[src/hw/rv_pkg.sv]
package rv_pkg;

	localparam int xlen = 32;
	localparam int reg_addr_w = 5;
	localparam int num_regs = 32;

	// major opcodes, insn[6:0].
	typedef enum logic [6:0] {
		op_lui     = 7'b0110111,
		op_auipc   = 7'b0010111,
		op_jal     = 7'b1101111,
		op_jalr    = 7'b1100111,
		op_branch  = 7'b1100011,
		op_reg_imm = 7'b0010011,
		op_reg_reg = 7'b0110011,
		op_environ = 7'b1110011
	} opcode_e;

	typedef enum logic [3:0] {
		alu_add,
		alu_sub,
		alu_sll,
		alu_slt,
		alu_sltu,
		alu_xor,
		alu_srl,
		alu_sra,
		alu_or,
		alu_and,
		alu_lui,
		alu_auipc,
		alu_link, // pc + 4 for jal and jalr.
		alu_none
	} alu_op_e;

	// funct3 for the register-immediate and register-register groups.
	localparam logic [2:0] f3_add_sub = 3'b000;
	localparam logic [2:0] f3_sll     = 3'b001;
	localparam logic [2:0] f3_slt     = 3'b010;
	localparam logic [2:0] f3_sltu    = 3'b011;
	localparam logic [2:0] f3_xor     = 3'b100;
	localparam logic [2:0] f3_srl_sra = 3'b101;
	localparam logic [2:0] f3_or      = 3'b110;
	localparam logic [2:0] f3_and     = 3'b111;

	localparam logic [6:0] funct7_alt = 7'b0100000; // sub and sra.

	localparam logic [xlen-1:0] pc_step = 32'd4;

endpackage

[src/hw/cla_adder.sv]
`timescale 1ns/10ps

module cla_adder import rv_pkg::*; (
	input  logic [xlen-1:0] a,
	input  logic [xlen-1:0] b,
	input  logic            cin,
	output logic [xlen-1:0] sum
);

	logic [xlen-1:0] g;
	logic [xlen-1:0] p;
	logic [xlen-1:0] c;    // carry into each bit.
	logic [7:0]      g4;
	logic [7:0]      p4;
	logic [7:0]      cblk; // carry into each 4-bit group.

	// carry into position n as a flat sum of products.
	function automatic logic lookahead(input logic [7:0] gv, input logic [7:0] pv,
			input logic c0, input int n);
		logic carry;
		logic term;
		carry = c0;
		for (int k = 0; k < 8; k++) begin
			if (k < n)
				carry &= pv[k];
		end
		for (int m = 0; m < 8; m++) begin
			if (m < n) begin
				term = gv[m];
				for (int k = m + 1; k < 8; k++) begin
					if (k < n)
						term &= pv[k];
				end
				carry |= term;
			end
		end
		return carry;
	endfunction

	assign g = a & b;
	assign p = a | b;

	for (genvar k = 0; k < 8; k++) begin : grp
		assign g4[k]   = lookahead({4'b0, g[k*4 +: 4]}, {4'b0, p[k*4 +: 4]}, 1'b0, 4);
		assign p4[k]   = &p[k*4 +: 4];
		assign cblk[k] = lookahead(g4, p4, cin, k);

		for (genvar i = 0; i < 4; i++) begin : bit_c
			assign c[k*4 + i] = lookahead({4'b0, g[k*4 +: 4]}, {4'b0, p[k*4 +: 4]},
				cblk[k], i);
		end
	end

	assign sum = a ^ b ^ c;

endmodule

[src/hw/insn_decoder.sv]
`timescale 1ns/10ps

module insn_decoder import rv_pkg::*; (
	input  logic [xlen-1:0]       insn,
	output logic [reg_addr_w-1:0] rs1,
	output logic [reg_addr_w-1:0] rs2,
	output logic [reg_addr_w-1:0] rd,
	output logic [xlen-1:0]       imm_i,
	output logic [xlen-1:0]       imm_b,
	output logic [xlen-1:0]       imm_j,
	output logic [xlen-1:0]       imm_u,
	output logic [4:0]            shamt,
	output alu_op_e               alu_op,
	output logic                  use_imm,
	output logic                  is_branch,
	output logic                  is_jal,
	output logic                  is_jalr,
	output logic                  is_ecall,
	output logic                  writes_rd,
	output logic [2:0]            funct3
);

	opcode_e    opcode;
	logic [6:0] funct7;

	// operation for funct7 of zero.
	function automatic alu_op_e base_op(input logic [2:0] f3);
		case (f3)
			f3_add_sub: return alu_add;
			f3_sll:     return alu_sll;
			f3_slt:     return alu_slt;
			f3_sltu:    return alu_sltu;
			f3_xor:     return alu_xor;
			f3_srl_sra: return alu_srl;
			f3_or:      return alu_or;
			f3_and:     return alu_and;
			default:    return alu_none;
		endcase
	endfunction

	assign opcode = opcode_e'(insn[6:0]);
	assign rd     = insn[11:7];
	assign funct3 = insn[14:12];
	assign rs1    = insn[19:15];
	assign rs2    = insn[24:20];
	assign funct7 = insn[31:25];
	assign shamt  = insn[24:20];

	assign imm_i = {{20{insn[31]}}, insn[31:20]};
	assign imm_b = {{19{insn[31]}}, insn[31], insn[7], insn[30:25], insn[11:8], 1'b0};
	assign imm_j = {{11{insn[31]}}, insn[31], insn[19:12], insn[20], insn[30:21], 1'b0};
	assign imm_u = {insn[31:12], 12'b0};

	assign is_branch = (opcode == op_branch);
	assign is_jal    = (opcode == op_jal);
	assign is_jalr   = (opcode == op_jalr);
	assign is_ecall  = (opcode == op_environ) && (insn[31:7] == '0);

	always_comb begin
		alu_op  = alu_none;
		use_imm = 1'b0;
		case (opcode)
			op_lui:   alu_op = alu_lui;
			op_auipc: alu_op = alu_auipc;
			op_jal,
			op_jalr:  alu_op = alu_link;
			op_reg_imm: begin
				use_imm = 1'b1;
				// shifts carry funct7 in the upper immediate bits.
				if (funct3 == f3_sll || funct3 == f3_srl_sra) begin
					if (funct7 == '0)
						alu_op = base_op(funct3);
					else if (funct3 == f3_srl_sra && funct7 == funct7_alt)
						alu_op = alu_sra;
				end else begin
					alu_op = base_op(funct3);
				end
			end
			op_reg_reg: begin
				if (funct7 == '0)
					alu_op = base_op(funct3);
				else if (funct7 == funct7_alt && funct3 == f3_add_sub)
					alu_op = alu_sub;
				else if (funct7 == funct7_alt && funct3 == f3_srl_sra)
					alu_op = alu_sra;
			end
			default: ; // branch, ecall and undefined write nothing.
		endcase
	end

	assign writes_rd = (alu_op != alu_none) && (rd != '0);

endmodule

[src/hw/reg_file.sv]
`timescale 1ns/10ps

module reg_file import rv_pkg::*; (
	input  logic                  clk,
	input  logic                  rst,
	input  logic [reg_addr_w-1:0] rs1,
	input  logic [reg_addr_w-1:0] rs2,
	output logic [xlen-1:0]       rs1_data,
	output logic [xlen-1:0]       rs2_data,
	input  logic                  we,
	input  logic [reg_addr_w-1:0] rd,
	input  logic [xlen-1:0]       rd_data
);

	logic [xlen-1:0] regs [num_regs];

	always_ff @(posedge clk) begin
		if (rst) begin
			for (int i = 0; i < num_regs; i++)
				regs[i] <= '0;
		end else if (we && rd != '0) begin
			regs[rd] <= rd_data;
		end
	end

	// x0 reads as zero.
	assign rs1_data = (rs1 == '0) ? '0 : regs[rs1];
	assign rs2_data = (rs2 == '0) ? '0 : regs[rs2];

endmodule

[src/hw/alu.sv]
`timescale 1ns/10ps

module alu import rv_pkg::*; (
	input  alu_op_e         alu_op,
	input  logic [xlen-1:0] rs1_data,
	input  logic [xlen-1:0] rs2_data,
	input  logic [xlen-1:0] imm,
	input  logic            use_imm,
	input  logic [4:0]      shamt,
	input  logic [xlen-1:0] pc,
	output logic [xlen-1:0] result
);

	logic [xlen-1:0] operand_b;
	logic [xlen-1:0] add_b;
	logic [xlen-1:0] add_sum;
	logic [4:0]      shift_amt;
	logic            sub_sel;

	assign operand_b = use_imm ? imm : rs2_data;
	assign shift_amt = use_imm ? shamt : rs2_data[4:0];

	// two's complement subtract: invert b, carry in one.
	assign sub_sel = (alu_op == alu_sub);
	assign add_b   = sub_sel ? ~operand_b : operand_b;

	cla_adder cla_i (
		.a   (rs1_data),
		.b   (add_b),
		.cin (sub_sel),
		.sum (add_sum)
	);

	always_comb begin
		case (alu_op)
			alu_add,
			alu_sub:   result = add_sum;
			alu_sll:   result = rs1_data << shift_amt;
			alu_slt:   result = {31'b0, $signed(rs1_data) < $signed(operand_b)};
			alu_sltu:  result = {31'b0, rs1_data < operand_b};
			alu_xor:   result = rs1_data ^ operand_b;
			alu_srl:   result = rs1_data >> shift_amt;
			alu_sra:   result = $signed(rs1_data) >>> shift_amt; // sign fill.
			alu_or:    result = rs1_data | operand_b;
			alu_and:   result = rs1_data & operand_b;
			alu_lui:   result = imm;
			alu_auipc: result = pc + imm;
			alu_link:  result = pc + pc_step;
			default:   result = '0;
		endcase
	end

endmodule

[src/hw/branch_unit.sv]
`timescale 1ns/10ps

module branch_unit import rv_pkg::*; (
	input  logic [xlen-1:0] pc,
	input  logic [xlen-1:0] rs1_data,
	input  logic [xlen-1:0] rs2_data,
	input  logic [xlen-1:0] imm_b,
	input  logic [xlen-1:0] imm_j,
	input  logic [xlen-1:0] imm_i,
	input  logic [2:0]      funct3,
	input  logic            is_branch,
	input  logic            is_jal,
	input  logic            is_jalr,
	output logic [xlen-1:0] next_pc
);

	localparam logic [2:0] f3_beq  = 3'b000;
	localparam logic [2:0] f3_bne  = 3'b001;
	localparam logic [2:0] f3_blt  = 3'b100;
	localparam logic [2:0] f3_bge  = 3'b101;
	localparam logic [2:0] f3_bltu = 3'b110;
	localparam logic [2:0] f3_bgeu = 3'b111;

	logic            taken;
	logic [xlen-1:0] jalr_sum;

	always_comb begin
		case (funct3)
			f3_beq:  taken = (rs1_data == rs2_data);
			f3_bne:  taken = (rs1_data != rs2_data);
			f3_blt:  taken = ($signed(rs1_data) < $signed(rs2_data));
			f3_bge:  taken = ($signed(rs1_data) >= $signed(rs2_data));
			f3_bltu: taken = (rs1_data < rs2_data);
			f3_bgeu: taken = (rs1_data >= rs2_data);
			default: taken = 1'b0; // reserved encodings fall through.
		endcase
	end

	assign jalr_sum = rs1_data + imm_i;

	always_comb begin
		if (is_jal)
			next_pc = pc + imm_j;
		else if (is_jalr)
			next_pc = {jalr_sum[xlen-1:1], 1'b0};
		else if (is_branch && taken)
			next_pc = pc + imm_b;
		else
			next_pc = pc + pc_step;
	end

endmodule

[src/hw/rv_core.sv]
`timescale 1ns/10ps

module rv_core import rv_pkg::*; (
	input  logic                  clk,
	input  logic                  rst,
	input  logic [xlen-1:0]       insn,
	output logic [xlen-1:0]       pc,
	output logic                  halt,
	output logic                  retire_we,
	output logic [reg_addr_w-1:0] retire_rd,
	output logic [xlen-1:0]       retire_data
);

	logic [reg_addr_w-1:0] rs1;
	logic [reg_addr_w-1:0] rs2;
	logic [reg_addr_w-1:0] rd;
	logic [xlen-1:0]       imm_i;
	logic [xlen-1:0]       imm_b;
	logic [xlen-1:0]       imm_j;
	logic [xlen-1:0]       imm_u;
	logic [xlen-1:0]       alu_imm;
	logic [4:0]            shamt;
	alu_op_e               alu_op;
	logic                  use_imm;
	logic                  is_branch;
	logic                  is_jal;
	logic                  is_jalr;
	logic                  is_ecall;
	logic                  writes_rd;
	logic [2:0]            funct3;
	logic [xlen-1:0]       rs1_data;
	logic [xlen-1:0]       rs2_data;
	logic [xlen-1:0]       result;
	logic [xlen-1:0]       next_pc;

	insn_decoder insn_decoder_i (
		.insn      (insn),
		.rs1       (rs1),
		.rs2       (rs2),
		.rd        (rd),
		.imm_i     (imm_i),
		.imm_b     (imm_b),
		.imm_j     (imm_j),
		.imm_u     (imm_u),
		.shamt     (shamt),
		.alu_op    (alu_op),
		.use_imm   (use_imm),
		.is_branch (is_branch),
		.is_jal    (is_jal),
		.is_jalr   (is_jalr),
		.is_ecall  (is_ecall),
		.writes_rd (writes_rd),
		.funct3    (funct3)
	);

	// no register write while held in reset.
	assign retire_we   = writes_rd & ~rst;
	assign retire_rd   = rd;
	assign retire_data = result;

	reg_file reg_file_i (
		.clk      (clk),
		.rst      (rst),
		.rs1      (rs1),
		.rs2      (rs2),
		.rs1_data (rs1_data),
		.rs2_data (rs2_data),
		.we       (retire_we),
		.rd       (rd),
		.rd_data  (result)
	);

	assign alu_imm = (alu_op == alu_lui || alu_op == alu_auipc) ? imm_u : imm_i;

	alu alu_i (
		.alu_op   (alu_op),
		.rs1_data (rs1_data),
		.rs2_data (rs2_data),
		.imm      (alu_imm),
		.use_imm  (use_imm),
		.shamt    (shamt),
		.pc       (pc),
		.result   (result)
	);

	branch_unit branch_unit_i (
		.pc        (pc),
		.rs1_data  (rs1_data),
		.rs2_data  (rs2_data),
		.imm_b     (imm_b),
		.imm_j     (imm_j),
		.imm_i     (imm_i),
		.funct3    (funct3),
		.is_branch (is_branch),
		.is_jal    (is_jal),
		.is_jalr   (is_jalr),
		.next_pc   (next_pc)
	);

	always_ff @(posedge clk) begin
		if (rst)
			pc <= '0;
		else
			pc <= next_pc;
	end

	assign halt = is_ecall; // testbench stops the run.

endmodule

[config.mk]
export PLATFORM = sky130hd
export DESIGN_NAME = rv_core
export DESIGN_NICKNAME = d
export VERILOG_FILES = /design/src/hw/rv_pkg.sv /design/src/hw/cla_adder.sv /design/src/hw/insn_decoder.sv /design/src/hw/reg_file.sv /design/src/hw/alu.sv /design/src/hw/branch_unit.sv /design/src/hw/rv_core.sv
export SDC_FILE = /design/constraint.sdc
export NUM_CORES = 2
export LEC_CHECK = 0
export BUFFER_PORTS_ARGS = -buffer_cell sky130_fd_sc_hd__buf_4
export CORE_MARGIN = 1.5
export CORE_UTILIZATION = 45
export DETAILED_ROUTE_END_ITERATION = 16
export PLACE_DENSITY = 0.68
export SETUP_SLACK_MARGIN = 0.02
export SLEW_MARGIN = 15
export SYNTH_ARGS = -nofsm -noshare
export SYNTH_HDL_FRONTEND = slang
export SYNTH_HIERARCHICAL = 1
export SYNTH_SLANG_ARGS = --single-unit
[constraint.sdc]
create_clock -name clk -period 30.9 [get_ports clk]
set_input_delay 6.18 -clock clk [delete_from_list [all_inputs] [get_ports clk]]
set_output_delay 6.18 -clock clk [all_outputs]
set_load 0.02 [all_outputs]
==> After elaboration in Yosys (flattened, before gate mapping) <==
Memory sizes are Yosys's and may differ from the RTL's.
Index checks and enable logic that the tools add are counted.
{ "word_totals": {"wordCells": 303, "ramBits": 1024, "register_bits": 32, "rom_bits": 96, "n_memories": 4, "inputBits": 34} }
{ "mem_list": {"columns": ["memory", "words", "word_bits", "rd", "rd_clocked_by_memory_dff", "write_ports", "line", "source"], "rows": [
  ["reg_file_i.regs", 32, 32, 2, 0, 32, "reg_file.sv:15", "logic [xlen-1:0] regs [num_regs];"],
  ["(no name shown)", 8, 4, 1, 0, 0, "insn_decoder.sv:28", "case (f3)"],
  ["(no name shown)", 8, 4, 1, 0, 0, "insn_decoder.sv:28", null],
  ["(no name shown)", 8, 4, 1, 0, 0, "insn_decoder.sv:28", null]
]} }
{ "op_classes": {"addsub": 5, "n_bitwise": 204, "n_shift": 3, "n_eq_ne": 29, "n_reduce_logical": 25, "order_cmp": 6, "mux": 26} }
{ "op_table": {"columns": ["op", "n"], "rows": [
  ["$pmux 32 s12", 1],
  ["$mux 32", 8],
  ["$add 32x32->32", 4],
  ["$lt 32x32->1", 4],
  ["$and 1x1->1", 98],
  ["$or 1x1->1", 97],
  ["$xor 32x32->32", 3],
  ["$ge 32x32->1", 2],
  ["$add 32x3->32 const B", 1],
  ["$and 32x32->32", 1],
  ["$eq 32x32->1", 1],
  ["$ne 32x32->1", 1],
  ["$not 32->32", 1],
  ["$or 32x32->32", 1],
  ["$reduce_or 32->1", 1],
  ["$shl 32x5->32", 1],
  ["$shr 32x5->32", 1],
  ["$sshr 32x5->32", 1],
  ["$and 31x31->31", 1],
  ["$mux 31", 1],
  ["$or 31x31->31", 1],
  ["$eq 7x7->1 const B", 4],
  ["$reduce_and 4->1", 7],
  ["$logic_not 25->1", 1],
  ["23 further kinds", 56]
]} }

==> Longest topological paths before layout <==
{ "depth": {"ltp_word": 41, "ltp_mapped": 32, "ltp_nobuf": 29} }

==> Modules after synthesis <==
The synthesis kept the hierarchy.
{ "by_module_without_submodules": {"columns": ["mod", "instances", "seq_area_each_um2", "cells_per_inst", "area_each_um2"], "rows": [
  ["reg_file", 1, 30749.5, 3502, 54232.0],
  ["alu", 1, 0.0, 1467, 10649.0],
  ["branch_unit", 1, 0.0, 961, 6752.7],
  ["cla_adder", 1, 0.0, 264, 1973.1],
  ["insn_decoder", 1, 0.0, 217, 1570.3],
  ["rv_core", 1, 640.6, 104, 1385.1]
]} }

==> Worst setup path before layout <==
OpenSTA, ideal clock, no wires.
{ "synth_timing": {"path_kind": "input -> output", "start": "in insn[3]", "end": "out retire_data[20]", "path_slack_ns": 12.577, "required_ns": 24.720, "path_buffers": 3, "arrival_ns": 12.143, "cell_stages": 24, "path_cell_list": "or3b_4 -> nor3_4 -> o21ai_2 -> a221o_1 -> clkbuf_1 -> nor3_1 -> and2_1 -> clkbuf_1 -> buf_2 -> xnor2_1 -> inv_1 -> ha_1 -> or4_1 -> a21o_2 -> a21oi_1 -> or2_4 -> a21o_1 -> a21o_1 -> fa_1 -> a22o_1 -> a221oi_1 -> o21ai_0 -> a2111oi_0 -> nand4_1"} }
{ "synth_via": {"elab_cells_between_ends": 111} }
{ "synth_lines": {"columns": ["element", "line", "source"], "rows": [
  ["start, declared", "rv_core.sv:6", "input logic [xlen-1:0] insn,"],
  ["$eq 7x7->1", "insn_decoder.sv:62", "case (opcode)"],
  ["$reduce_or 2->1", "insn_decoder.sv:62", null],
  ["$pmux 4 s5 *", "insn_decoder.sv:62", null],
  ["via alu_op[3]", "rv_core.sv:23", "alu_op_e alu_op;"],
  ["$eq 4x4->1", "rv_core.sv:73", "assign alu_imm = (alu_op == alu_lui || alu_op == alu_auipc) ? imm_u : imm_i;"],
  ["$logic_or 1x1->1", "rv_core.sv:73", null],
  ["$mux 31", "rv_core.sv:73", null],
  ["$mux 32", "alu.sv:20", "assign operand_b = use_imm ? imm : rs2_data;"],
  ["[2 not listed]", null, null],
  ["via alu_i.add_b[4]", "alu.sv:15", "logic [xlen-1:0] add_b;"],
  ["$and 31x31->31", "cla_adder.sv:40", "assign g = a & b;"],
  ["$and 1x1->1 (3 in series)", "cla_adder.sv:32", "term &= pv[k];"],
  ["$or 1x1->1 (3 in series)", "cla_adder.sv:34", "carry |= term;"],
  ["$and 1x1->1 (3 in series)", "cla_adder.sv:32", null],
  ["$or 1x1->1 * (4 in series)", "cla_adder.sv:34", null],
  ["$xor 32x32->32 *", "cla_adder.sv:54", "assign sum = a ^ b ^ c;"],
  ["via alu_i.add_sum[20]", "alu.sv:16", "logic [xlen-1:0] add_sum;"],
  ["$pmux 32 s12 *", "alu.sv:35", "case (alu_op)"],
  ["end, declared", "rv_core.sv:11", "output logic [xlen-1:0] retire_data"]
]} }
Mark *: on every way through the listed nets, which the timed path passes. The rest lies on a longest branch.

==> Final worst setup path <==
{ "layout_timing": {"start": "in insn[20]", "end": "out retire_data[28]"} }
{ "layout_via": {"elab_chain_len": 27, "elab_cells_between_ends": 125} }
{ "layout_lines": {"columns": ["element", "line", "source"], "rows": [
  ["$mem_v2 32x32 or $logic_not 5->1 (tied branches)", null, null],
  ["$mux 32 *", "reg_file.sv:28", "assign rs2_data = (rs2 == '0) ? '0 : regs[rs2];"],
  ["via rs2_data[0]", "rv_core.sv:32", "logic [xlen-1:0] rs2_data;"],
  ["$mux 32 *", "alu.sv:20", null],
  ["$not 32->32", "alu.sv:25", "assign add_b = sub_sel ? ~operand_b : operand_b;"],
  ["$mux 32 *", "alu.sv:25", null],
  ["via alu_i.add_b[0]", "alu.sv:15", null],
  ["$and 31x31->31", "cla_adder.sv:40", null],
  ["$and 1x1->1 (3 in series)", "cla_adder.sv:32", null],
  ["$or 1x1->1 (3 in series)", "cla_adder.sv:34", null],
  ["$and 1x1->1 (6 in series)", "cla_adder.sv:32", null],
  ["$or 1x1->1 * (7 in series)", "cla_adder.sv:34", null],
  ["$xor 32x32->32 *", "cla_adder.sv:54", null],
  ["via alu_i.add_sum[28]", "alu.sv:16", null],
  ["$pmux 32 s12 *", "alu.sv:35", null]
]} }
Marked as above.

==> metrics.txt <==
status finished clean; R2R depth 26; max_cap viols 0; P_sw 1.22 mW; # hold bufs at CTS 0; total wire length 301 mm; CTS H-Tree Depth 3; Chip Height 415 microns; largest net degree at the start of global routing 98; Worst IR Drop VDD roughly 0.047 mV; Final Hold Vio Count 0; initial drt markers 8434; wire per inst 34.8 microns; CP max FO 44; post-synthesis cell type count 109; post-CTS setup buffers 0; #FFs+latches synth 1056; layout cells sized above 1 0.198; final net count a little under 7000; Max Slew Vio Count 0; total gr overflow 0; Max clock buf depth 3; Worst path max stage delay 0.80 ns; dpl hpwl 198 mm; sequential group share of total power 0.415; Final ANT Viol Nets 0; # IOs approximately 110; row count 151; leak pwr 31.6 nW; gr usage total 0.342; Die ar. 173000 sq um; Max Clock Skew between 0.06 and 0.07 ns; CTS tree built; cell taking the most area after synthesis edfxtp_1; clock-pin slew on the worst setup and hold paths 0.06 ns; chip width 415 microns; most common cell in the netlist and2_1; CP Class in2out; critical path's most frequent cell buf_4; worst path arrival time 16.15 ns; r2r setup slk 23.10 ns; maximum clock rate 44.8 MHz; IO Port Bufs 104; Hold Startpoint pc[0]$_SDFF_PP0_; initial antenna violation count 10; Post-synth top cells and2_1, edfxtp_1, mux4_2; clk_lat worst skew 0.80 ns; number of gates resized after CTS 0; YS warnings 6; Synth Instances 6515; Final min period 22.33 ns; iteration count of the initial detailed-routing pass 9; clk sink count 1056; final RePlAce weighted congestion ~1.0; r2r startpoint reg_file_i/regs[26][3]$_SDFFCE_PN0P_; Initial Util 0.453; RSZ-0062 raised after global routing no; WP data required 24.72 ns; worst hold slack 0.914 ns; Via Count 58926; Rel. slew slack 0.0752; worst r2r dst reg_file_i/regs[22][28]$_SDFFCE_PN0P_; Tightest Pin Transition ~1.4 ns; ranking of synthesized cells by area edfxtp_1, mux4_2, and2_1; Synth Cell Area 76600 sq um; start point of the critical path insn[20]; Synth async-reset ratio 0; Logic pwr share 0.228; vias in the first global route 57552; total negative slack 0 ns; Layout Area Growth over Synthesis 8.37%; Min-Delay Path Depth 3; final routed DRC violation total 0; final setup vio count 0; clock power share 0.357; P per Cell Area 47.9 nW/um^2; hold crit path type reg2reg; hold worst-path end pc[0]$_SDFF_PP0_; Final Cycle Share 0.723; sequential area share after synthesis 0.410; first-pass GRT wire length 423 mm; slowest CP cell buf_4; DR vias/cell just under 7; synthesized area per cell 11.8 sq um; Critical Path Sink Type output pin; Synth top area share 0.402; Top FF cell, synth edfxtp_1; Fillers around 15000; CTS buffer count 114; Sw Ratio 0.306; Internal Power 2.75 mW; CTS root buf clkbuf_16; core area between 150000 and 200000 sq um; Post-synth EDFFs 1024; startpoint types input pin
critical path, delay by kind of cell:
family / cells / cell delay, ns
AO/OA/AOI/OAI: 14 / 3.47
XOR/XNOR: 1 / 0.23
adder cells (fa/ha/maj): 2 / 0.66
buffers and inverters: 9 / 3.94
multiplexers: 2 / 0.86
AND/OR/NAND/NOR: 3 / 0.63
cell families (layout without fill, tap and decap cells):
family	count (synthesis)	count (layout)	synth area share
buffers and inverters	910	796	0.0579
muxes	866	866	0.199
other	2	58	0.0000981
adders and majority gates	356	356	0.0594
and+or+nand+nor	1981	1981	0.146
xor gates and xnor gates	211	211	0.0241
DFF	1056	1056	0.410
AOI/OAI and AO/OA	1133	1133	0.103
cell usage in the layout, fill, tap and decap left out, drive strengths merged, types with 104 or more instances in the layout:
cell type,count
and2,1026
edfxtp,1024
mux4,506
buf,349
ha,344
mux2i,280
nand2,246
inv,236
a21oi,226
nor2,221
o21ai,149
clkbuf,137
xnor2,130
o22ai,122
nor3,104
how the worst max path moves through the flow:
stage	endpoint	slack, ns	cells after the start
final	retire_data[28]	8.57	31
after global routing	retire_data[28]	8.26	31
after CTS	retire_data[28]	8.78	31
after detailed placement	retire_data[28]	8.80	31
after global placement	retire_data[28]	8.90	31
after floorplan	retire_data[20]	12.58	24
cell type report:
class	count	area, sq um	share of cell area
diodes	12	30.0	0.000362
clock inverters	75	880	0.0106
inverters	235	882	0.0106
well taps	2218	2780	0.0334
repair buffers	350	2680	0.0323
multi-input cells	4593	41400	0.499
flip-flops and latches	1056	31400	0.378
clock buffers	136	2960	0.0356
registers in the layout, summed over array words and instances (netlist names):
name / cells
reg_file_i/regs: 1024
pc: 32
through the flow:
| step | cells | util | setup slack [ns] | total power [mW] | area, sq um |
|---|---|---|---|---|---|
| floorplan | 6559 | - | 12.58 | 2.25 | 76700 |
| global placement | 8452 | 0.468 | 8.90 | 2.54 | 79100 |
| detailed placement | 8452 | 0.468 | 8.80 | 2.55 | 79100 |
| CTS | 8663 | 0.490 | 8.78 | 3.95 | 82900 |
| global route | 8664 | 0.491 | 8.26 | 4.07 | 82900 |
| finish | 8675 | 0.491 | 8.57 | 3.97 | 83000 |
power by group through the flow:
stage	Combinational [mW]	Sequential, mW	Clock [mW]
5_1_grt	0.944	1.65	1.48
3_3_place_gp	0.868	1.67	0
2_1_floorplan	0.583	1.66	0
4_1_cts	0.876	1.65	1.42
3_5_place_dp	0.871	1.68	0
6_report	0.904	1.65	1.42
layer usage:
| layer | track usage | up-vias | wire [microns] |
|---|---|---|---|
| met5 | 0 | - | 27 |
| met4 | 0.199 | 4 | 20500 |
| met3 | 0.0938 | 1016 | 36700 |
| met2 | 0.532 | 4252 | 135000 |
| met1 | 0.427 | 29542 | 109000 |
| li1 | - | 24112 | - |
Power figures use the tool's default switching activity.
